`src/common/spu_decode_settings.svh`:
```
`ifndef SPU_DECODE_SETTINGS_SVH
`define SPU_DECODE_SETTINGS_SVH

`define SPU_INSTR_W 32        // one fetched word
`define SPU_OP_W 11           // opcode, right aligned
`define SPU_REG_W 7           // 128 registers
`define SPU_IMM_W 18          // widest immediate (ri18)
`define SPU_FMT_W 3
`define SPU_UNIT_W 2
`define SPU_PC_W 8

`define SPU_FMT_RR 3'd0
`define SPU_FMT_RRR 3'd1
`define SPU_FMT_RI7 3'd2
`define SPU_FMT_RI8 3'd3
`define SPU_FMT_RI10 3'd4
`define SPU_FMT_RI16 3'd5
`define SPU_FMT_RI18 3'd6

`define SPU_UNIT_FP 2'd0      // even pipe units
`define SPU_UNIT_FX2 2'd1
`define SPU_UNIT_BYTE 2'd2
`define SPU_UNIT_FX1 2'd3
`define SPU_UNIT_PERM 2'd0    // odd pipe units
`define SPU_UNIT_LS 2'd1
`define SPU_UNIT_BR 2'd2

`endif

```
`src/common/spu_opcodes.svh`:
```
`ifndef SPU_OPCODES_SVH
`define SPU_OPCODES_SVH

// even pipe, rrr
`define SPU_OP_MPYA 4'b1100
`define SPU_OP_FMA 4'b1110
`define SPU_OP_FMS 4'b1111
// even pipe, ri18 / ri8 / ri16
`define SPU_OP_ILA 7'b0100001
`define SPU_OP_CFLTS 10'b0111011000
`define SPU_OP_CFLTU 10'b0111011001
`define SPU_OP_ILH 9'b010000011
`define SPU_OP_ILHU 9'b010000010
`define SPU_OP_IOHL 9'b011000001
// even pipe, ri10
`define SPU_OP_MPYI 8'b01110100
`define SPU_OP_MPYUI 8'b01110101
`define SPU_OP_AHI 8'b00011101
`define SPU_OP_AI 8'b00011100
`define SPU_OP_SFHI 8'b00001101
`define SPU_OP_SFI 8'b00001100
`define SPU_OP_ANDBI 8'b00010110
`define SPU_OP_ANDHI 8'b00010101
`define SPU_OP_ANDI 8'b00010100
`define SPU_OP_ORBI 8'b00000110
`define SPU_OP_ORHI 8'b00000101
`define SPU_OP_ORI 8'b00000100
`define SPU_OP_XORBI 8'b01000110
`define SPU_OP_XORHI 8'b01000101
`define SPU_OP_XORI 8'b01000100
`define SPU_OP_CEQBI 8'b01111110
`define SPU_OP_CEQHI 8'b01111101
`define SPU_OP_CEQI 8'b01111100
`define SPU_OP_CGTBI 8'b01001110
`define SPU_OP_CGTHI 8'b01001101
`define SPU_OP_CGTI 8'b01001100
`define SPU_OP_CLGTBI 8'b01011110
`define SPU_OP_CLGTHI 8'b01011101
`define SPU_OP_CLGTI 8'b01011100
// even pipe, rr
`define SPU_OP_MPY 11'b01111000100
`define SPU_OP_MPYU 11'b01111001100
`define SPU_OP_MPYH 11'b01111000101
`define SPU_OP_FA 11'b01011000100
`define SPU_OP_FS 11'b01011000101
`define SPU_OP_FM 11'b01011000110
`define SPU_OP_FCEQ 11'b01111000010
`define SPU_OP_FCGT 11'b01011000010
`define SPU_OP_SHLH 11'b00001011111
`define SPU_OP_SHL 11'b00001011011
`define SPU_OP_ROTH 11'b00001011100
`define SPU_OP_ROT 11'b00001011000
`define SPU_OP_ROTHM 11'b00001011101
`define SPU_OP_ROTM 11'b00001011001
`define SPU_OP_ROTMAH 11'b00001011110
`define SPU_OP_ROTMA 11'b00001011010
`define SPU_OP_CNTB 11'b01010110100
`define SPU_OP_AVGB 11'b00011010011
`define SPU_OP_ABSDB 11'b00001010011
`define SPU_OP_SUMB 11'b01001010011
`define SPU_OP_AH 11'b00011001000
`define SPU_OP_A 11'b00011000000
`define SPU_OP_SFH 11'b00001001000
`define SPU_OP_SF 11'b00001000000
`define SPU_OP_AND 11'b00011000001
`define SPU_OP_OR 11'b00001000001
`define SPU_OP_XOR 11'b01001000001
`define SPU_OP_NAND 11'b00011001001
`define SPU_OP_CEQB 11'b01111010000
`define SPU_OP_CEQH 11'b01111001000
`define SPU_OP_CEQ 11'b01111000000
`define SPU_OP_CGTB 11'b01001010000
`define SPU_OP_CGTH 11'b01001001000
`define SPU_OP_CGT 11'b01001000000
`define SPU_OP_CLGTB 11'b01011010000
`define SPU_OP_CLGTH 11'b01011001000
`define SPU_OP_CLGT 11'b01011000000
`define SPU_OP_NOP 11'b01000000001      // even nop, no write
// even pipe, ri7
`define SPU_OP_SHLI 11'b00001111011
`define SPU_OP_ROTHI 11'b00001111100
`define SPU_OP_ROTI 11'b00001111000
`define SPU_OP_ROTMAHI 11'b00001111110
`define SPU_OP_ROTMAI 11'b00001111010
// odd pipe, ri10 / ri16
`define SPU_OP_LQD 8'b00110100
`define SPU_OP_STQD 8'b00100100         // own code, not lqd's
`define SPU_OP_LQA 9'b001100001
`define SPU_OP_STQA 9'b001000001
`define SPU_OP_BR 9'b001100100
`define SPU_OP_BRA 9'b001100000
`define SPU_OP_BRSL 9'b001100110
`define SPU_OP_BRNZ 9'b001000010
`define SPU_OP_BRZ 9'b001000000
// odd pipe, rr
`define SPU_OP_SHLQBI 11'b00111011011
`define SPU_OP_SHLQBY 11'b00111011111
`define SPU_OP_ROTQBI 11'b00111011000
`define SPU_OP_ROTQBY 11'b00111011100
`define SPU_OP_GBB 11'b00110110010
`define SPU_OP_GBH 11'b00110110001
`define SPU_OP_GB 11'b00110110000
`define SPU_OP_LQX 11'b00111000100
`define SPU_OP_STQX 11'b00101000100
`define SPU_OP_BI 11'b00110101000
`define SPU_OP_LNOP 11'b00000000001
// odd pipe, ri7
`define SPU_OP_SHLQBII 11'b00111111011
`define SPU_OP_SHLQBYI 11'b00111111111
`define SPU_OP_ROTQBII 11'b00111111000
`define SPU_OP_ROTQBYI 11'b00111111100

`endif

```
`src/common/spu_decode_pkg.sv`:
```
`default_nettype none
`include "spu_decode_settings.svh"

package spu_decode_pkg;

	typedef union packed {
		struct packed {
			logic [`SPU_OP_W-1:0]  op;     // full 11-bit opcode
			logic [`SPU_REG_W-1:0] rb;
			logic [`SPU_REG_W-1:0] ra;
			logic [`SPU_REG_W-1:0] rt;     // low bits, all formats but rrr
		} rr;
		struct packed {
			logic [3:0]            op;
			logic [`SPU_REG_W-1:0] rt;     // target right after opcode
			logic [`SPU_REG_W-1:0] rb;
			logic [`SPU_REG_W-1:0] ra;
			logic [`SPU_REG_W-1:0] rc;
		} rrr;
		logic [`SPU_INSTR_W-1:0] ri;       // raw bits for ri prefixes/immediates
	} instr_word_u;

	// opcode of a matched word, zero padded on the left
	function automatic logic [`SPU_OP_W-1:0] op_field(instr_word_u w, logic [`SPU_FMT_W-1:0] fmt);
		case (fmt)
			`SPU_FMT_RRR: op_field = {7'd0, w.rrr.op};
			`SPU_FMT_RI18: op_field = {4'd0, w.ri[31:25]};
			`SPU_FMT_RI8: op_field = {1'd0, w.ri[31:22]};
			`SPU_FMT_RI16: op_field = {2'd0, w.ri[31:23]};
			`SPU_FMT_RI10: op_field = {3'd0, w.ri[31:24]};
			default: op_field = w.rr.op;   // rr and ri7 use all 11 bits
		endcase
	endfunction

	// immediate per format, sign extended to 18 bits
	function automatic logic [`SPU_IMM_W-1:0] imm_field(instr_word_u w, logic [`SPU_FMT_W-1:0] fmt);
		case (fmt)
			`SPU_FMT_RI18: imm_field = w.ri[24:7];
			`SPU_FMT_RI16: imm_field = {{2{w.ri[22]}}, w.ri[22:7]};
			`SPU_FMT_RI10: imm_field = {{8{w.ri[23]}}, w.ri[23:14]};
			`SPU_FMT_RI8: imm_field = {{10{w.ri[21]}}, w.ri[21:14]};
			`SPU_FMT_RI7: imm_field = {{11{w.ri[20]}}, w.ri[20:14]};
			default: imm_field = '0;       // rr/rrr carry none
		endcase
	endfunction

endpackage

`default_nettype wire

```
`src/decode/even_decoder.sv`:
```
`timescale 1ns/1ps
`default_nettype none
`include "spu_decode_settings.svh"
`include "spu_opcodes.svh"

module even_decoder
	import spu_decode_pkg::*;
(
	input  instr_word_u             word,
	output logic                    hit,
	output logic [`SPU_OP_W-1:0]    op,
	output logic [`SPU_FMT_W-1:0]   format,
	output logic [`SPU_UNIT_W-1:0]  unit,
	output logic [`SPU_REG_W-1:0]   rt,
	output logic [`SPU_IMM_W-1:0]   imm,
	output logic                    reg_write
);

	logic [6:0]              p7;    // ri18 prefix
	logic [7:0]              p8;    // ri10 prefix
	logic [8:0]              p9;    // ri16 prefix
	logic [9:0]              p10;   // ri8 prefix
	logic [`SPU_FMT_W-1:0]   fmt;
	logic [`SPU_UNIT_W-1:0]  unt;
	logic                    wr;

	assign p7 = word.ri[31:25];
	assign p8 = word.ri[31:24];
	assign p9 = word.ri[31:23];
	assign p10 = word.ri[31:22];

	// prefix match in table priority order
	always_comb begin
		hit = 1'b1;
		fmt = `SPU_FMT_RR;
		unt = `SPU_UNIT_FP;
		wr = 1'b1;
		if (word.rrr.op inside {`SPU_OP_MPYA, `SPU_OP_FMA, `SPU_OP_FMS}) begin
			fmt = `SPU_FMT_RRR;                    // fused multiply ops
		end else if (p7 == `SPU_OP_ILA) begin
			fmt = `SPU_FMT_RI18;
			unt = `SPU_UNIT_FX1;
		end else if (p10 inside {`SPU_OP_CFLTS, `SPU_OP_CFLTU}) begin
			fmt = `SPU_FMT_RI8;                    // float convert on the fp unit
		end else if (p9 inside {`SPU_OP_ILH, `SPU_OP_ILHU, `SPU_OP_IOHL}) begin
			fmt = `SPU_FMT_RI16;
			unt = `SPU_UNIT_FX1;
		end else if (p8 inside {`SPU_OP_MPYI, `SPU_OP_MPYUI}) begin
			fmt = `SPU_FMT_RI10;
		end else if (p8 inside {`SPU_OP_AHI, `SPU_OP_AI, `SPU_OP_SFHI, `SPU_OP_SFI,
				`SPU_OP_ANDBI, `SPU_OP_ANDHI, `SPU_OP_ANDI, `SPU_OP_ORBI,
				`SPU_OP_ORHI, `SPU_OP_ORI, `SPU_OP_XORBI, `SPU_OP_XORHI,
				`SPU_OP_XORI, `SPU_OP_CEQBI, `SPU_OP_CEQHI, `SPU_OP_CEQI,
				`SPU_OP_CGTBI, `SPU_OP_CGTHI, `SPU_OP_CGTI, `SPU_OP_CLGTBI,
				`SPU_OP_CLGTHI, `SPU_OP_CLGTI}) begin
			fmt = `SPU_FMT_RI10;
			unt = `SPU_UNIT_FX1;
		end else if (word.rr.op inside {`SPU_OP_MPY, `SPU_OP_MPYU, `SPU_OP_MPYH,
				`SPU_OP_FA, `SPU_OP_FS, `SPU_OP_FM, `SPU_OP_FCEQ, `SPU_OP_FCGT,
				`SPU_OP_NOP}) begin
			wr = (word.rr.op != `SPU_OP_NOP);      // nop sits on fp and writes nothing
		end else if (word.rr.op inside {`SPU_OP_SHLH, `SPU_OP_SHL, `SPU_OP_ROTH,
				`SPU_OP_ROT, `SPU_OP_ROTHM, `SPU_OP_ROTM, `SPU_OP_ROTMAH,
				`SPU_OP_ROTMA}) begin
			unt = `SPU_UNIT_FX2;
		end else if (word.rr.op inside {`SPU_OP_CNTB, `SPU_OP_AVGB, `SPU_OP_ABSDB,
				`SPU_OP_SUMB}) begin
			unt = `SPU_UNIT_BYTE;
		end else if (word.rr.op inside {`SPU_OP_AH, `SPU_OP_A, `SPU_OP_SFH, `SPU_OP_SF,
				`SPU_OP_AND, `SPU_OP_OR, `SPU_OP_XOR, `SPU_OP_NAND, `SPU_OP_CEQB,
				`SPU_OP_CEQH, `SPU_OP_CEQ, `SPU_OP_CGTB, `SPU_OP_CGTH, `SPU_OP_CGT,
				`SPU_OP_CLGTB, `SPU_OP_CLGTH, `SPU_OP_CLGT}) begin
			unt = `SPU_UNIT_FX1;
		end else if (word.rr.op inside {`SPU_OP_SHLI, `SPU_OP_ROTHI, `SPU_OP_ROTI,
				`SPU_OP_ROTMAHI, `SPU_OP_ROTMAI}) begin
			fmt = `SPU_FMT_RI7;                    // shift/rotate immediates
			unt = `SPU_UNIT_FX2;
		end else begin
			hit = 1'b0;                            // zero or foreign word
		end
	end

	// a miss leaves every field zero
	assign format = hit ? fmt : '0;
	assign unit = hit ? unt : '0;
	assign op = hit ? op_field(word, fmt) : '0;
	assign imm = hit ? imm_field(word, fmt) : '0;
	assign rt = !hit ? '0 : (fmt == `SPU_FMT_RRR) ? word.rrr.rt : word.rr.rt;
	assign reg_write = hit & wr;

endmodule

`default_nettype wire

```
`src/decode/odd_decoder.sv`:
```
`timescale 1ns/1ps
`default_nettype none
`include "spu_decode_settings.svh"
`include "spu_opcodes.svh"

module odd_decoder
	import spu_decode_pkg::*;
(
	input  instr_word_u             word,
	output logic                    hit,
	output logic [`SPU_OP_W-1:0]    op,
	output logic [`SPU_FMT_W-1:0]   format,
	output logic [`SPU_UNIT_W-1:0]  unit,
	output logic [`SPU_REG_W-1:0]   rt,
	output logic [`SPU_IMM_W-1:0]   imm,
	output logic                    reg_write
);

	logic [7:0]              p8;    // ri10 prefix
	logic [8:0]              p9;    // ri16 prefix
	logic [`SPU_FMT_W-1:0]   fmt;
	logic [`SPU_UNIT_W-1:0]  unt;
	logic                    wr;

	assign p8 = word.ri[31:24];
	assign p9 = word.ri[31:23];

	always_comb begin
		hit = 1'b1;
		fmt = `SPU_FMT_RR;
		unt = `SPU_UNIT_PERM;
		wr = 1'b1;
		if (p8 inside {`SPU_OP_LQD, `SPU_OP_STQD}) begin
			fmt = `SPU_FMT_RI10;
			unt = `SPU_UNIT_LS;
			wr = (p8 == `SPU_OP_LQD);              // store writes no rt
		end else if (p9 inside {`SPU_OP_LQA, `SPU_OP_STQA}) begin
			fmt = `SPU_FMT_RI16;
			unt = `SPU_UNIT_LS;
			wr = (p9 == `SPU_OP_LQA);
		end else if (p9 inside {`SPU_OP_BR, `SPU_OP_BRA, `SPU_OP_BRSL, `SPU_OP_BRNZ,
				`SPU_OP_BRZ}) begin
			fmt = `SPU_FMT_RI16;
			unt = `SPU_UNIT_BR;
			wr = (p9 == `SPU_OP_BRSL);             // only brsl links
		end else if (word.rr.op inside {`SPU_OP_SHLQBI, `SPU_OP_SHLQBY, `SPU_OP_ROTQBI,
				`SPU_OP_ROTQBY, `SPU_OP_GBB, `SPU_OP_GBH, `SPU_OP_GB, `SPU_OP_LNOP}) begin
			wr = (word.rr.op != `SPU_OP_LNOP);     // lnop parks on perm
		end else if (word.rr.op inside {`SPU_OP_LQX, `SPU_OP_STQX}) begin
			unt = `SPU_UNIT_LS;
			wr = (word.rr.op == `SPU_OP_LQX);
		end else if (word.rr.op == `SPU_OP_BI) begin
			unt = `SPU_UNIT_BR;
			wr = 1'b0;
		end else if (word.rr.op inside {`SPU_OP_SHLQBII, `SPU_OP_SHLQBYI,
				`SPU_OP_ROTQBII, `SPU_OP_ROTQBYI}) begin
			fmt = `SPU_FMT_RI7;
		end else begin
			hit = 1'b0;
		end
	end

	assign format = hit ? fmt : '0;
	assign unit = hit ? unt : '0;
	assign op = hit ? op_field(word, fmt) : '0;
	assign imm = hit ? imm_field(word, fmt) : '0;
	assign rt = hit ? word.rr.rt : '0;       // no rrr on this pipe
	assign reg_write = hit & wr;

endmodule

`default_nettype wire

```
`src/hdl/dual_issue_steer.sv`:
```
`timescale 1ns/1ps
`default_nettype none
`include "spu_decode_settings.svh"

module dual_issue_steer (
	input  logic                   clk,
	input  logic                   reset,
	input  logic                   pair_valid,     // one strobe per fetched pair
	input  logic                   branch_taken,
	input  logic [`SPU_PC_W-1:0]   pc,
	input  logic [`SPU_PC_W-1:0]   branch_pc,
	input  logic                   a_even_hit, a_odd_hit, b_even_hit, b_odd_hit,
	input  logic [`SPU_OP_W-1:0]   a_even_op, a_odd_op, b_even_op, b_odd_op,
	input  logic [`SPU_FMT_W-1:0]  a_even_format, a_odd_format, b_even_format, b_odd_format,
	input  logic [`SPU_UNIT_W-1:0] a_even_unit, a_odd_unit, b_even_unit, b_odd_unit,
	input  logic [`SPU_REG_W-1:0]  a_even_rt, a_odd_rt, b_even_rt, b_odd_rt,
	input  logic [`SPU_IMM_W-1:0]  a_even_imm, a_odd_imm, b_even_imm, b_odd_imm,
	input  logic                   a_even_reg_write, a_odd_reg_write,
	input  logic                   b_even_reg_write, b_odd_reg_write,
	output logic                   even_valid,
	output logic [`SPU_OP_W-1:0]   even_op,
	output logic [`SPU_FMT_W-1:0]  even_format,
	output logic [`SPU_UNIT_W-1:0] even_unit,
	output logic [`SPU_REG_W-1:0]  even_rt,
	output logic [`SPU_IMM_W-1:0]  even_imm,
	output logic                   even_reg_write,
	output logic                   odd_valid,
	output logic [`SPU_OP_W-1:0]   odd_op,
	output logic [`SPU_FMT_W-1:0]  odd_format,
	output logic [`SPU_UNIT_W-1:0] odd_unit,
	output logic [`SPU_REG_W-1:0]  odd_rt,
	output logic [`SPU_IMM_W-1:0]  odd_imm,
	output logic                   odd_reg_write,
	output logic                   first_odd,
	output logic                   stall,
	output logic [`SPU_PC_W-1:0]   stall_pc
);

	localparam int FW = `SPU_OP_W + `SPU_FMT_W + `SPU_UNIT_W + `SPU_REG_W + `SPU_IMM_W + 1;

	logic [FW-1:0] a_e, a_o, b_e, b_o;   // decoded field bundles
	logic [FW-1:0] even_f, odd_f;        // issued slots
	logic [FW-1:0] hold_f;               // deferred second word
	logic          hold_valid;
	logic          hold_odd;             // pipe of the deferred word
	logic          a_fix_e, a_fix_o, b_fix_e, b_fix_o;
	logic          split, swap, a_to_odd;

	assign a_e = {a_even_op, a_even_format, a_even_unit, a_even_rt, a_even_imm, a_even_reg_write};
	assign a_o = {a_odd_op, a_odd_format, a_odd_unit, a_odd_rt, a_odd_imm, a_odd_reg_write};
	assign b_e = {b_even_op, b_even_format, b_even_unit, b_even_rt, b_even_imm, b_even_reg_write};
	assign b_o = {b_odd_op, b_odd_format, b_odd_unit, b_odd_rt, b_odd_imm, b_odd_reg_write};

	// a miss fits either pipe, so only a single-table hit pins a word
	assign a_fix_e = a_even_hit & ~a_odd_hit;
	assign a_fix_o = a_odd_hit & ~a_even_hit;
	assign b_fix_e = b_even_hit & ~b_odd_hit;
	assign b_fix_o = b_odd_hit & ~b_even_hit;
	assign split = (a_fix_e & b_fix_e) | (a_fix_o & b_fix_o);
	assign swap = a_fix_o | b_fix_e;                  // odd-first pair
	assign a_to_odd = split ? a_fix_o : swap;         // slot taken by instr_a

	always_ff @(posedge clk) begin
		if (reset) begin
			even_valid <= 1'b0;
			odd_valid <= 1'b0;
			first_odd <= 1'b0;
			stall <= 1'b0;
			stall_pc <= '0;
			hold_valid <= 1'b0;
		end else begin
			even_valid <= 1'b0;
			odd_valid <= 1'b0;
			first_odd <= 1'b0;
			stall <= 1'b0;
			if (branch_taken) begin
				stall <= 1'b1;                    // flush pair and held word
				stall_pc <= branch_pc;
				hold_valid <= 1'b0;
			end else if (hold_valid) begin
				even_valid <= ~hold_odd;          // second half of a split
				odd_valid <= hold_odd;
				hold_valid <= 1'b0;
			end else if (pair_valid && split) begin
				even_valid <= ~a_to_odd;
				odd_valid <= a_to_odd;
				hold_valid <= 1'b1;
				stall <= 1'b1;
				stall_pc <= pc;
			end else if (pair_valid) begin
				even_valid <= 1'b1;
				odd_valid <= 1'b1;
				first_odd <= swap;
			end
		end
	end

	// payload path, qualified by the valids above
	always_ff @(posedge clk) begin
		even_f <= hold_valid ? hold_f : (a_to_odd ? b_e : a_e);
		odd_f <= hold_valid ? hold_f : (a_to_odd ? a_o : b_o);
		if (pair_valid && split && !hold_valid && !branch_taken) begin
			hold_f <= a_fix_o ? b_o : b_e;
			hold_odd <= a_fix_o;
		end
	end

	assign {even_op, even_format, even_unit, even_rt, even_imm, even_reg_write} = even_f;
	assign {odd_op, odd_format, odd_unit, odd_rt, odd_imm, odd_reg_write} = odd_f;

endmodule

`default_nettype wire

```
`src/hdl/spu_decode.sv`:
```
`timescale 1ns/1ps
`default_nettype none
`include "spu_decode_settings.svh"

module spu_decode
	import spu_decode_pkg::*;
(
	input  logic                   clk,
	input  logic                   reset,
	input  logic [`SPU_INSTR_W-1:0] instr_a,       // first in program order
	input  logic [`SPU_INSTR_W-1:0] instr_b,
	input  logic [`SPU_PC_W-1:0]   pc,
	input  logic                   pair_valid,
	input  logic                   branch_taken,
	input  logic [`SPU_PC_W-1:0]   branch_pc,
	output logic                   even_valid,
	output logic [`SPU_OP_W-1:0]   even_op,
	output logic [`SPU_FMT_W-1:0]  even_format,
	output logic [`SPU_UNIT_W-1:0] even_unit,
	output logic [`SPU_REG_W-1:0]  even_rt,
	output logic [`SPU_IMM_W-1:0]  even_imm,
	output logic                   even_reg_write,
	output logic                   odd_valid,
	output logic [`SPU_OP_W-1:0]   odd_op,
	output logic [`SPU_FMT_W-1:0]  odd_format,
	output logic [`SPU_UNIT_W-1:0] odd_unit,
	output logic [`SPU_REG_W-1:0]  odd_rt,
	output logic [`SPU_IMM_W-1:0]  odd_imm,
	output logic                   odd_reg_write,
	output logic                   first_odd,
	output logic                   stall,
	output logic [`SPU_PC_W-1:0]   stall_pc
);

	instr_word_u             word_a, word_b;
	logic                    a_even_hit, a_odd_hit, b_even_hit, b_odd_hit;
	logic [`SPU_OP_W-1:0]    a_even_op, a_odd_op, b_even_op, b_odd_op;
	logic [`SPU_FMT_W-1:0]   a_even_format, a_odd_format, b_even_format, b_odd_format;
	logic [`SPU_UNIT_W-1:0]  a_even_unit, a_odd_unit, b_even_unit, b_odd_unit;
	logic [`SPU_REG_W-1:0]   a_even_rt, a_odd_rt, b_even_rt, b_odd_rt;
	logic [`SPU_IMM_W-1:0]   a_even_imm, a_odd_imm, b_even_imm, b_odd_imm;
	logic                    a_even_reg_write, a_odd_reg_write, b_even_reg_write, b_odd_reg_write;

	assign word_a = instr_a;    // view raw words through the format union
	assign word_b = instr_b;

	// each word tried against both pipe tables
	even_decoder a_even_i (.word(word_a), .hit(a_even_hit), .op(a_even_op),
		.format(a_even_format), .unit(a_even_unit), .rt(a_even_rt), .imm(a_even_imm),
		.reg_write(a_even_reg_write));
	odd_decoder a_odd_i (.word(word_a), .hit(a_odd_hit), .op(a_odd_op),
		.format(a_odd_format), .unit(a_odd_unit), .rt(a_odd_rt), .imm(a_odd_imm),
		.reg_write(a_odd_reg_write));
	even_decoder b_even_i (.word(word_b), .hit(b_even_hit), .op(b_even_op),
		.format(b_even_format), .unit(b_even_unit), .rt(b_even_rt), .imm(b_even_imm),
		.reg_write(b_even_reg_write));
	odd_decoder b_odd_i (.word(word_b), .hit(b_odd_hit), .op(b_odd_op),
		.format(b_odd_format), .unit(b_odd_unit), .rt(b_odd_rt), .imm(b_odd_imm),
		.reg_write(b_odd_reg_write));

	dual_issue_steer steer_i (.*);   // names match one to one

endmodule

`default_nettype wire

```
`config.mk`:
```
export PLATFORM = sky130hd
export DESIGN_NAME = spu_decode
export DESIGN_NICKNAME = d
export VERILOG_FILES = /design/src/common/spu_decode_pkg.sv /design/src/decode/even_decoder.sv /design/src/decode/odd_decoder.sv /design/src/hdl/dual_issue_steer.sv /design/src/hdl/spu_decode.sv
export VERILOG_INCLUDE_DIRS = /design/src /design/src/common
export SDC_FILE = /design/constraint.sdc
export NUM_CORES = 1
export LEC_CHECK = 0
export ABC_CLOCK_PERIOD_IN_PS = 6000
export BUFFER_PORTS_ARGS = -buffer_cell sky130_fd_sc_hd__buf_4
export CAP_MARGIN = 20
export CORE_ASPECT_RATIO = 2
export CORE_MARGIN = 3
export CORE_UTILIZATION = 40
export CTS_BUF_LIST = sky130_fd_sc_hd__clkbuf_4 sky130_fd_sc_hd__clkbuf_8
export CTS_CLUSTER_SIZE = 40
export DETAILED_ROUTE_END_ITERATION = 10
export GPL_TIMING_DRIVEN = 1
export PLACE_DENSITY = 0.64
export SYNTH_ARGS = -nofsm -noshare
export SYNTH_HDL_FRONTEND = slang
export SYNTH_SLANG_ARGS = --single-unit
```
`constraint.sdc`:
```
create_clock -name clk -period 6 [get_ports clk]
set_input_delay 0.9 -clock clk [delete_from_list [all_inputs] [get_ports clk]]
set_output_delay 0.9 -clock clk [all_outputs]
set_load 0.02 [all_outputs]
```
* Yosys cells after proc, flatten, opt, wreduce, memory -nomap -nowiden
Index checks and enable logic that the tools add are counted.
** Storage, ports and cells
- Register bits after elaboration :: 140
- Latch bits :: 0
- RAM bits :: 0
- Bits in read-only memories :: 0
- Bits of input ports :: 84
- Output and inout port bits :: 96
- Logic and storage cells :: 478
- Memories kept :: 0
** Cells by class
- Add/subtract/negate cells :: 0
- Multiply operators :: 0
- Div/mod/pow operators :: 0
- Order comparisons :: 0
- Equality and inequality tests :: 229
- Shift-type cells :: 0
- Multiplexer cells :: 179
- Bitwise logic cells :: 19
- Reductions and logical operators :: 41
** Operator list (number)
- $eq A11 B10 Y1 const B :: 42
- $eq A11 B7 Y1 const B :: 34
- $pmux W18 S5 :: 4
- $eq A11 B9 Y1 const B :: 28
- $eq A8 B7 Y1 const B :: 28
- $pmux W11 S5 :: 4
- $mux W42 :: 5
- $eq A9 B7 Y1 const B :: 14
- $eq A11 B8 Y1 const B :: 10
- $mux W3 :: 36
- $eq A8 B5 Y1 const B :: 10
- $mux W2 :: 40
- $mux W1 :: 73
- $mux W18 :: 4
- $eq A9 B8 Y1 const B :: 6
- $eq A8 B3 Y1 const B :: 6
- $mux W11 :: 4
- $reduce_bool A22 Y1 :: 2
- $mux W7 :: 6
- $eq A10 B9 Y1 const B :: 4
- $eq A3 B3 Y1 const B :: 12
- $reduce_bool A17 Y1 :: 2
- $eq A8 B4 Y1 const B :: 4
- $eq A8 B6 Y1 const B :: 4
- other kinds (23) :: 86

* Logic depth before layout (Yosys ltp)
Gate-level depths: netlist of run 1.
- Depth after elaboration :: 21
- Depth in mapped cells :: 12
- Mapped depth without buffers :: 8

* By module
A second synthesis of run 1 with hierarchy kept.
** Second synthesis, totals
- Cells, all modules :: 1152
- Area, all modules :: 9874.5 um^2
** By module, submodules not included
- dual_issue_steer :: instances 1, cells each 574, area each 5655.4 um^2, sequential area each 3233.1 um^2
- even_decoder :: instances 2, cells each 190, area each 1320.0 um^2, sequential area each 0.0 um^2
- odd_decoder :: instances 2, cells each 99, area each 789.5 um^2, sequential area each 0.0 um^2

* Worst setup path before layout of run 1
Ideal clock, no wire load.
- Path type :: input to register
- Start point :: input instr_b[23]
- End point :: register steer_i.hold_f[0], enable pin
- Library setup time :: 443 ps
- Data arrival time :: 4429 ps
- Required time :: 5557 ps
- Slack :: 1127 ps
- Stages :: 9
- Path buffers :: 1
- Cell sequence :: buf_2 > or3b_1 > or4_1 > a211o_1 > nand4_2 > nor4b_4 > o21ai_2 > nand2_1 > nor2_1
** On the way
- Longest elaborated chain between the ends :: 20
- Elaborated cells on any way between the ends :: 110
- Classes of those cells :: eq/ne: 70; mux: 18; bitwise: 7; reduce/logical: 15
** Ends and longest elaborated chain
- start: declaration :: RTL line spu_decode.sv:11 : input logic [`SPU_INSTR_W-1:0] instr_b,
- $eq A11 B7 Y1 :: RTL line even_decoder.sv:74 : end else if (word.rr.op inside {`SPU_OP_SHLI, `SPU_OP_ROTHI, `SPU_OP_ROTI,
- $reduce_bool A5 Y1 :: RTL line even_decoder.sv:74
- $mux W1 :: RTL line even_decoder.sv:74
- $mux W1 :: RTL line even_decoder.sv:69 : end else if (word.rr.op inside {`SPU_OP_AH, `SPU_OP_A, `SPU_OP_SFH, `SPU_OP_SF,
- $mux W1 :: RTL line even_decoder.sv:66 : end else if (word.rr.op inside {`SPU_OP_CNTB, `SPU_OP_AVGB, `SPU_OP_ABSDB,
- $mux W1 :: RTL line even_decoder.sv:62 : end else if (word.rr.op inside {`SPU_OP_SHLH, `SPU_OP_SHL, `SPU_OP_ROTH,
- $mux W1 :: RTL line even_decoder.sv:58 : end else if (word.rr.op inside {`SPU_OP_MPY, `SPU_OP_MPYU, `SPU_OP_MPYH,
- $mux W1 :: RTL line even_decoder.sv:50 : end else if (p8 inside {`SPU_OP_AHI, `SPU_OP_AI, `SPU_OP_SFHI, `SPU_OP_SFI,
- (+2 left out)
- $mux W1 :: RTL line even_decoder.sv:43 : end else if (p10 inside {`SPU_OP_CFLTS, `SPU_OP_CFLTU}) begin
- $mux W1 :: RTL line even_decoder.sv:40 : end else if (p7 == `SPU_OP_ILA) begin
- $mux W1 :: RTL line even_decoder.sv:38 : if (word.rrr.op inside {`SPU_OP_MPYA, `SPU_OP_FMA, `SPU_OP_FMS}) begin
- $not A1 Y1 :: RTL line dual_issue_steer.sv:58 : assign b_fix_o = b_odd_hit & ~b_even_hit;
- $and A1 B1 Y1 :: RTL line dual_issue_steer.sv:58
- $and A1 B1 Y1 :: RTL line dual_issue_steer.sv:59 : assign split = (a_fix_e & b_fix_e) | (a_fix_o & b_fix_o);
- $or A1 B1 Y1 * :: RTL line dual_issue_steer.sv:59
- $logic_and A1 B1 Y1 * (3 in series) :: RTL line dual_issue_steer.sv:102 : if (pair_valid && split && !hold_valid && !branch_taken) begin
- end signal: assignment :: RTL line dual_issue_steer.sv:103 : hold_f <= a_fix_o ? b_o : b_e;
- end: declaration :: RTL line dual_issue_steer.sv:43 : logic [FW-1:0] hold_f;
Every way passes the cells marked *; elsewhere a longest branch is shown, timed or not.
A chain may end at the register's enable or synchronous reset.

* Worst setup path in the final report of run 1
- Start point :: input instr_a[25]
- End point :: register steer_i.hold_f[15], enable pin
** On the way
- Longest elaborated chain between the ends :: 20
- Elaborated cells on any way between the ends :: 140
- Classes of those cells :: eq/ne: 97; mux: 18; bitwise: 7; reduce/logical: 18
** Ends and longest elaborated chain
- start: declaration :: RTL line spu_decode.sv:10 : input logic [`SPU_INSTR_W-1:0] instr_a,
- $eq A11 B7 Y1 :: RTL line even_decoder.sv:74
- $reduce_bool A5 Y1 :: RTL line even_decoder.sv:74
- $mux W1 :: RTL line even_decoder.sv:74
- $mux W1 :: RTL line even_decoder.sv:69
- $mux W1 :: RTL line even_decoder.sv:66
- $mux W1 :: RTL line even_decoder.sv:62
- $mux W1 :: RTL line even_decoder.sv:58
- $mux W1 :: RTL line even_decoder.sv:50
- (+2 left out)
- $mux W1 :: RTL line even_decoder.sv:43
- $mux W1 :: RTL line even_decoder.sv:40
- $mux W1 :: RTL line even_decoder.sv:38
- $not A1 Y1 :: RTL line dual_issue_steer.sv:56 : assign a_fix_o = a_odd_hit & ~a_even_hit;
- $and A1 B1 Y1 :: RTL line dual_issue_steer.sv:56
- $and A1 B1 Y1 :: RTL line dual_issue_steer.sv:59
- $or A1 B1 Y1 * :: RTL line dual_issue_steer.sv:59
- $logic_and A1 B1 Y1 * (3 in series) :: RTL line dual_issue_steer.sv:102
Marked as above.

==> metrics.csv, run 1 <==
stage,metric,value,unit
run_status,status,"complete, no violations",
floorplan,site row count,73,
setup_path,CP endpoint kind,flip-flop,
sta,final-report max-slew violation count,0,
layout,fillers,1977,
drt,Initial DRT Pass Iterations,8,
clock_network,clk sinks,140,
synth,top_reg_cell synth,dfxtp_1,
drt,drt drc,0,
clock_network,clk_lat worst skew,490,ps
sta,fin crit share,66.41,%
setup_path,crit-path max FO,32,
layout,most frequent cells in the layout,"195 x buf_4, 106 x nand2_1, 102 x nor2_1",
drt,Starting DRT DRC Count,797,
synth,post-synthesis register bit count,140,
synth,"EDFF count, synth",43,
placed_design,post-detail-place hpwl,24.80,mm
drt,Final ANT Viol Nets,0,
clock_network,PostCTS Resize Cnt,0,
global_route,GRT Overall Usage,29.67,%
sta,RSZ-0062 raised after global routing,no,
clock_network,Max Buffers Root-to-Sink,2,
setup_path,WP data required,6120,ps
sta,setup violators final,0,
sta,post-layout minimum cycle time,3985,ps
synth,"Cell Area, Synth",8152,µm²
clock_network,"Reg clk slew, reported paths",90,ps
setup_path,"Arr. time, crit path",4110,ps
setup_path,critical path startpoint category,input port,
layout,"commonest non-fill, non-tap cell in the layout",buf_4,
placed_design,GPL Wtd Cong,0.9905,
sta,achievable frequency,251.0,MHz
drt,detailed-route via count,8653,
clock_network,Post-CTS Hold Buffers,0,
synth,Synth Net Count,1062,
power,Pleak,4.107,nW
global_route,vias in the first global route,8605,
layout,area grow syn2layout,22.06,%
layout,layout cells sized above 1,23.24,%
synth,largest area contributor in the netlist,dfxtp_1,
flow_run,number of max-cap violations,0,
floorplan,core area,19910,µm²
global_route,largest net degree at the start of global routing,49,
floorplan,die width,106.9,µm
sta,Slew headroom,26.62,%
synth,largest cells by area after synthesis,"dfxtp_1 24%, edfxtp_1 16%, nand2_1 4.9%",
global_route,GRT overflow,0,
sta,Fin. Hold Viols,0,
floorplan,io pins,180,
sta,Worst Skew,15.16,ps
synth,sequential fraction of the synthesis area,39.66,%
power,Power Density,232.3,nW/µm²
drt,number of vias per cell,6.266,
placed_design,port bufs,179,
setup_path,slowest stage cell on the critical path,nor3_1,
layout,nets,1190,
clock_network,clock root buffer,clkbuf_8,
setup_path,Worst path max stage delay,800,ps
clock_network,Post-CTS Setup Inserts,0,
hold_path,HP Class,reg2reg,
setup_path,critical path type,in2reg,
synth,Synth Area per Inst,8.335,µm²
power,maximum VDD drop,0.0002086,V
setup_path,most frequent CP cell,buf_4,
global_route,initial antenna violation count,0,
synth,cells after synthesis,978,
floorplan,height of the die,207.9,µm
synth,Unique masters post-synth,83,
synth,ys async rst share,0,%
floorplan,Starting Density,40.94,%
clock_network,CTS buffer count,17,
sta,worst slew pin tran,1073,ps
drt,DR WL/cell,24.34,µm
clock_network,CTS tree,built,
setup_path,crit-path cells,buf_4 > nand4b_1 > nor3_1 > a41oi_1 > o2111ai_1 > nor4_1 > buf_4 > o21ai_2 > nand2_1 > nor2_4 > buf_4,
layout,final core utilization,49.97,%
floorplan,die area,22230,µm²
clock_network,H-tree levels,4,
drt,overall routed net length,33.61,mm
global_route,first-pass GRT wire length,50.00,mm
synth,post-synth top area share,23.82,%
layout,n_diodes,0,
synth,yosys warns,0,
sta,final setup TNS,0,ps
metal layers:
layer / up-vias / wire [µm] / GRT usage [%]
met2: 518 / 17520 / 52.90
met4: 0 / 2708 / 21.59
met1: 4077 / 11240 / 30.67
li1: 3915 / - / -
met3: 143 / 2137 / 4.606
met5: - / 0 / 0
cell families after synthesis:
family	after synthesis	synth area share, %
adder cells (fa/ha/maj)	1	0.1228
multiplexers	25	3.223
buffers and inverters	113	5.894
XOR/XNOR	1	0.1075
other	1	0.04600
AND/OR/NAND/NOR	381	23.19
AO/OA/AOI/OAI	316	27.75
flip-flops	140	39.66
cells in the mapped netlist, drive strengths merged (8+ instances only):
cell,n
or2,8
edfxtp,43
a21oi,58
buf,42
a211oi,26
nor4,8
nand2b,17
o21ai,51
nor3,35
a22o,13
nor2,105
nand3,23
a31oi,24
o31ai,14
mux2i,15
a21o,15
a221oi,20
nor2b,11
and2,13
dfxtp,97
inv,25
nand4,9
a221o,21
a22oi,12
and3,13
mux2,10
clkbuf,45
nand2,106
worst paths after layout:
kind                            start                   to  slack (ps)  cells past startpoint
setup / recovery          instr_a[25]   steer_i.hold_f[15]        2020                     11
hold / removal    steer_i.stall_pc[6]  steer_i.stall_pc[6]         490                      1
setup reg to reg   steer_i.hold_valid    steer_i.odd_f[10]        3570                      6
hold reg to reg   steer_i.stall_pc[6]  steer_i.stall_pc[6]         490                      1
flip-flops by register name, indices dropped and copies added (netlist names):
| name | cells |
|---|---|
| steer_i.even_valid | 1 |
| steer_i.odd_f | 42 |
| steer_i.hold_f | 42 |
| steer_i.hold_odd | 1 |
| steer_i.even_f | 42 |
| steer_i.stall | 1 |
| steer_i.hold_valid | 1 |
| steer_i.first_odd | 1 |
| steer_i.odd_valid | 1 |
| steer_i.stall_pc | 8 |
metrics by stage:
stage	setup WS (ps)	instance area [µm²]	cells	hold WS, ps	total power (W)
after global placement	1606	9575	1348	464.9	0.001579
after detailed placement	1584	9579	1349	467.9	0.001579
final	2015	9950	1381	494.6	0.002311
after global routing	1828	9950	1381	511.5	0.002390
after floorplan	1127	8152	978	434.7	0.001356
after CTS	2107	9950	1381	491.3	0.002320
worst max-delay path, delay by kind of cell:
family / cells / cell delay, ps
compound gates: 3 / 580
buf+inv: 3 / 970
simple gates: 5 / 1610
report_power, final:
| part | internal, W | switching (W) | total, W |
|---|---|---|---|
| logic | 0.000192 | 0.000320 | 0.000512 |
| registers | 0.00103 | 0.0000208 | 0.00105 |
| clock network | 0.000335 | 0.000411 | 0.000746 |
layout make-up:
class                      count  area (µm²)  share of cell area, %
clock buffer                  22       290.3                  2.918
multi-input combinational    725        4452                  44.74
timing repair buffer         196        1468                  14.75
tap                          262       327.8                  3.295
sequential                   140        3234                  32.51
clock inverter                10       80.08                 0.8048
inverter                      26       97.59                 0.9809
(Power assumes the default switching activity.)
==> inputs of run 2 (changes only) <==
--- a/config.mk
+++ b/config.mk
@@ -6,7 +6,7 @@
 export SDC_FILE = /design/constraint.sdc
 export NUM_CORES = 1
 export LEC_CHECK = 0
-export ABC_CLOCK_PERIOD_IN_PS = 6000
+export ABC_CLOCK_PERIOD_IN_PS = 3700
 export BUFFER_PORTS_ARGS = -buffer_cell sky130_fd_sc_hd__buf_4
 export CAP_MARGIN = 20
 export CORE_ASPECT_RATIO = 2
==> constraint.sdc (replaced) <==
create_clock -name clk -period 3.7 [get_ports clk]
set_input_delay 0.555 -clock clk [delete_from_list [all_inputs] [get_ports clk]]
set_output_delay 0.555 -clock clk [all_outputs]
set_load 0.02 [all_outputs]
==> run 2 against run 1 <==
Net effect: core utilization is 1.8 points higher; via count is 2.5% higher; largest power group unchanged; clock power is 85% higher; critical endpoint is now steer_i.odd_f[16].
==> metrics.csv, run 2 (synthesized netlist as in run 1, its figures left out) <==
stage,metric,value,unit,change
layout,"commonest non-fill, non-tap cell in the layout",buf_4,,unchanged
power,Net Switching,0.001301,W,was 0.0007517 W
placed_design,GPL Wtd Cong,1.083,,was 0.9905
sta,achievable frequency,310.8,MHz,
sta,Fin. Hold Viols,0,,unchanged
floorplan,height of the die,207.9,µm,unchanged
drt,Initial DRT Pass Iterations,8,,unchanged
clock_network,Max Buffers Root-to-Sink,2,,unchanged
sta,fin crit share,86.95,%,
sta,setup violators final,0,,unchanged
drt,uppermost layer routed,met4,,unchanged
power,Power Density,382.3,nW/µm²,was 232.3 nW/µm²
setup_path,critical path startpoint category,input port,,unchanged
sta,final setup TNS,0,ps,unchanged
sta,worst slew pin tran,887.9,ps,was 1073 ps
layout,nets,1226,,"was 1,190"
drt,drt drc,0,,unchanged
floorplan,Starting Density,40.94,%,unchanged
global_route,largest net degree at the start of global routing,42,,was 49
sta,RSZ-0062 raised after global routing,no,,unchanged
drt,overall routed net length,34.62,mm,was 33.61 mm
power,Switching Fraction,33.01,%,was 32.52%
power,register share of total power,43.3,%,was 45.6%
power,Comb pwr share,21.8,%,was 22.2%
power,Pleak,4.318,nW,was 4.107 nW
global_route,GRT Overall Usage,30.50,%,was 29.67%
global_route,first-pass GRT wire length,51.73,mm,was 50.00 mm
layout,fillers,1988,,"was 1,977"
clock_network,Post-CTS Setup Inserts,0,,unchanged
setup_path,CP endpoint kind,flip-flop,,unchanged
floorplan,io pins,180,,unchanged
clock_network,PostCTS Resize Cnt,0,,unchanged
global_route,GRT overflow,0,,unchanged
hold_path,HP Class,in2reg,,was reg2reg
drt,detailed-route via count,8869,,"was 8,653"
global_route,initial antenna violation count,0,,unchanged
setup_path,WP data required,4040,ps,was 6120 ps
layout,final std cells w/o fill,1417,,"was 1,381"
floorplan,core area,19910,µm²,unchanged
clock_network,Post-CTS Hold Buffers,0,,unchanged
clock_network,CTS tree,built,,unchanged
setup_path,"Arr. time, crit path",3560,ps,was 4110 ps
layout,area grow syn2layout,26.46,%,was 22.06%
clock_network,clock root buffer,clkbuf_8,,unchanged
power,Clk pwr share,35.0,%,was 32.3%
placed_design,post-detail-place hpwl,25.51,mm,was 24.80 mm
layout,top flop regs,"steer_i.even_f x42, steer_i.hold_f x42, steer_i.odd_f x42",,unchanged
global_route,vias in the first global route,8689,,"was 8,605"
sta,final-report max-slew violation count,0,,unchanged
sta,Worst Skew,23.46,ps,was 15.16 ps
layout,layout cells sized above 1,25.71,%,was 23.24%
layout,n_diodes,0,,unchanged
drt,Final ANT Viol Nets,0,,unchanged
clock_network,clk sinks,140,,unchanged
sta,Slew headroom,40.81,%,was 26.62%
drt,M1 WL,11.72,mm,was 11.24 mm
flow_run,number of max-cap violations,0,,unchanged
floorplan,die width,106.9,µm,unchanged
power,maximum VDD drop,0.0002231,V,was 0.0002086 V
placed_design,port bufs,179,,unchanged
clock_network,H-tree levels,4,,unchanged
sta,post-layout minimum cycle time,3217,ps,
drt,DR WL/cell,24.43,µm,was 24.34 µm
clock_network,clk_lat worst skew,490,ps,about the same
power,Int Pwr,0.002640,W,was 0.001560 W
floorplan,site row count,73,,unchanged
drt,number of vias per cell,6.259,,was 6.266
drt,met2 WL,17.81,mm,was 17.52 mm
clock_network,CTS buffer count,17,,unchanged
placed_design,cell total after placement,1385,,"was 1,349"
setup_path,crit-path max FO,18,,was 32
run_status,status,"complete, no violations",,unchanged
clock_network,"Reg clk slew, reported paths",90,ps,about the same
setup_path,critical path type,in2reg,,unchanged
layout,most frequent cells in the layout,"230 x buf_4, 106 x nand2_1, 102 x nor2_1",,"was 195 x buf_4, 106 x nand2_1, 102 x nor2_1"
drt,length of routed met3 wiring,2.407,mm,was 2.137 mm
drt,Starting DRT DRC Count,859,,was 797
floorplan,die area,22230,µm²,unchanged
[run 2: power by group through the flow]
stage | clock network [W] | logic (W) | registers (W)
global route | 0.00146 | 0.000906 | 0.00171
CTS | 0.00140 | 0.000848 | 0.00171
floorplan | 0 | 0.000362 | 0.00184
detailed placement | 0 | 0.000845 | 0.00174
finish | 0.00138 | 0.000858 | 0.00171
global placement | 0 | 0.000845 | 0.00174
[run 2: metrics by stage]
step | instance area (µm²) | hold WS [ps] | total power (W) | worst slack, ps | utilization (%)
after detailed placement | 9879 | 459.4 | 0.002586 | 111.3 | 49.62
after floorplan | 8159 | 434.7 | 0.002199 | 337.3 | -
after global placement | 9879 | 452.6 | 0.002586 | 86.34 | 49.62
final | 10310 | 277.0 | 0.003941 | 482.9 | 51.77
after global routing | 10310 | 270.4 | 0.004075 | 477.4 | 51.77
after CTS | 10310 | 255.5 | 0.003950 | 608.6 | 51.77
[run 2: area by class of cell]
| cell class | count | area [µm²] | area share, % |
|---|---|---|---|
| multi-input combinational | 725 | 4453 | 43.20 |
| tap | 262 | 327.8 | 3.180 |
| clock inverter | 15 | 195.2 | 1.893 |
| timing repair buffer | 232 | 1767 | 17.14 |
| inverter | 26 | 97.59 | 0.9467 |
| sequential | 140 | 3234 | 31.38 |
| clock buffer | 17 | 234.0 | 2.270 |
[run 2: path summary, 6_finish.rpt]
path	startpoint	to	slack, ps	depth (start not counted)
hold / removal	reset	steer_i.stall	280	2
hold reg to reg	steer_i.hold_f[0]	steer_i.even_f[0]	480	2
setup reg to reg	steer_i.hold_valid	steer_i.odd_f[15]	1140	5
setup / recovery	instr_a[23]	steer_i.odd_f[16]	480	10
[run 2: worst max-delay path: stages]
cell	delay (ps)
buf_4	190
or2_2	370
o21a_1	180
o22a_1	220
nor3_1	630
nor2_2	280
a21o_1	260
buf_4	220
a221oi_2	520
nor2_1	100
[run 2: per-layer routing]
layer  track usage [%]  up-vias
met5                 0        -
met4             21.28        0
met3             4.139      159
met2             53.90      555
met1             32.74     4167
li1                  -     3988
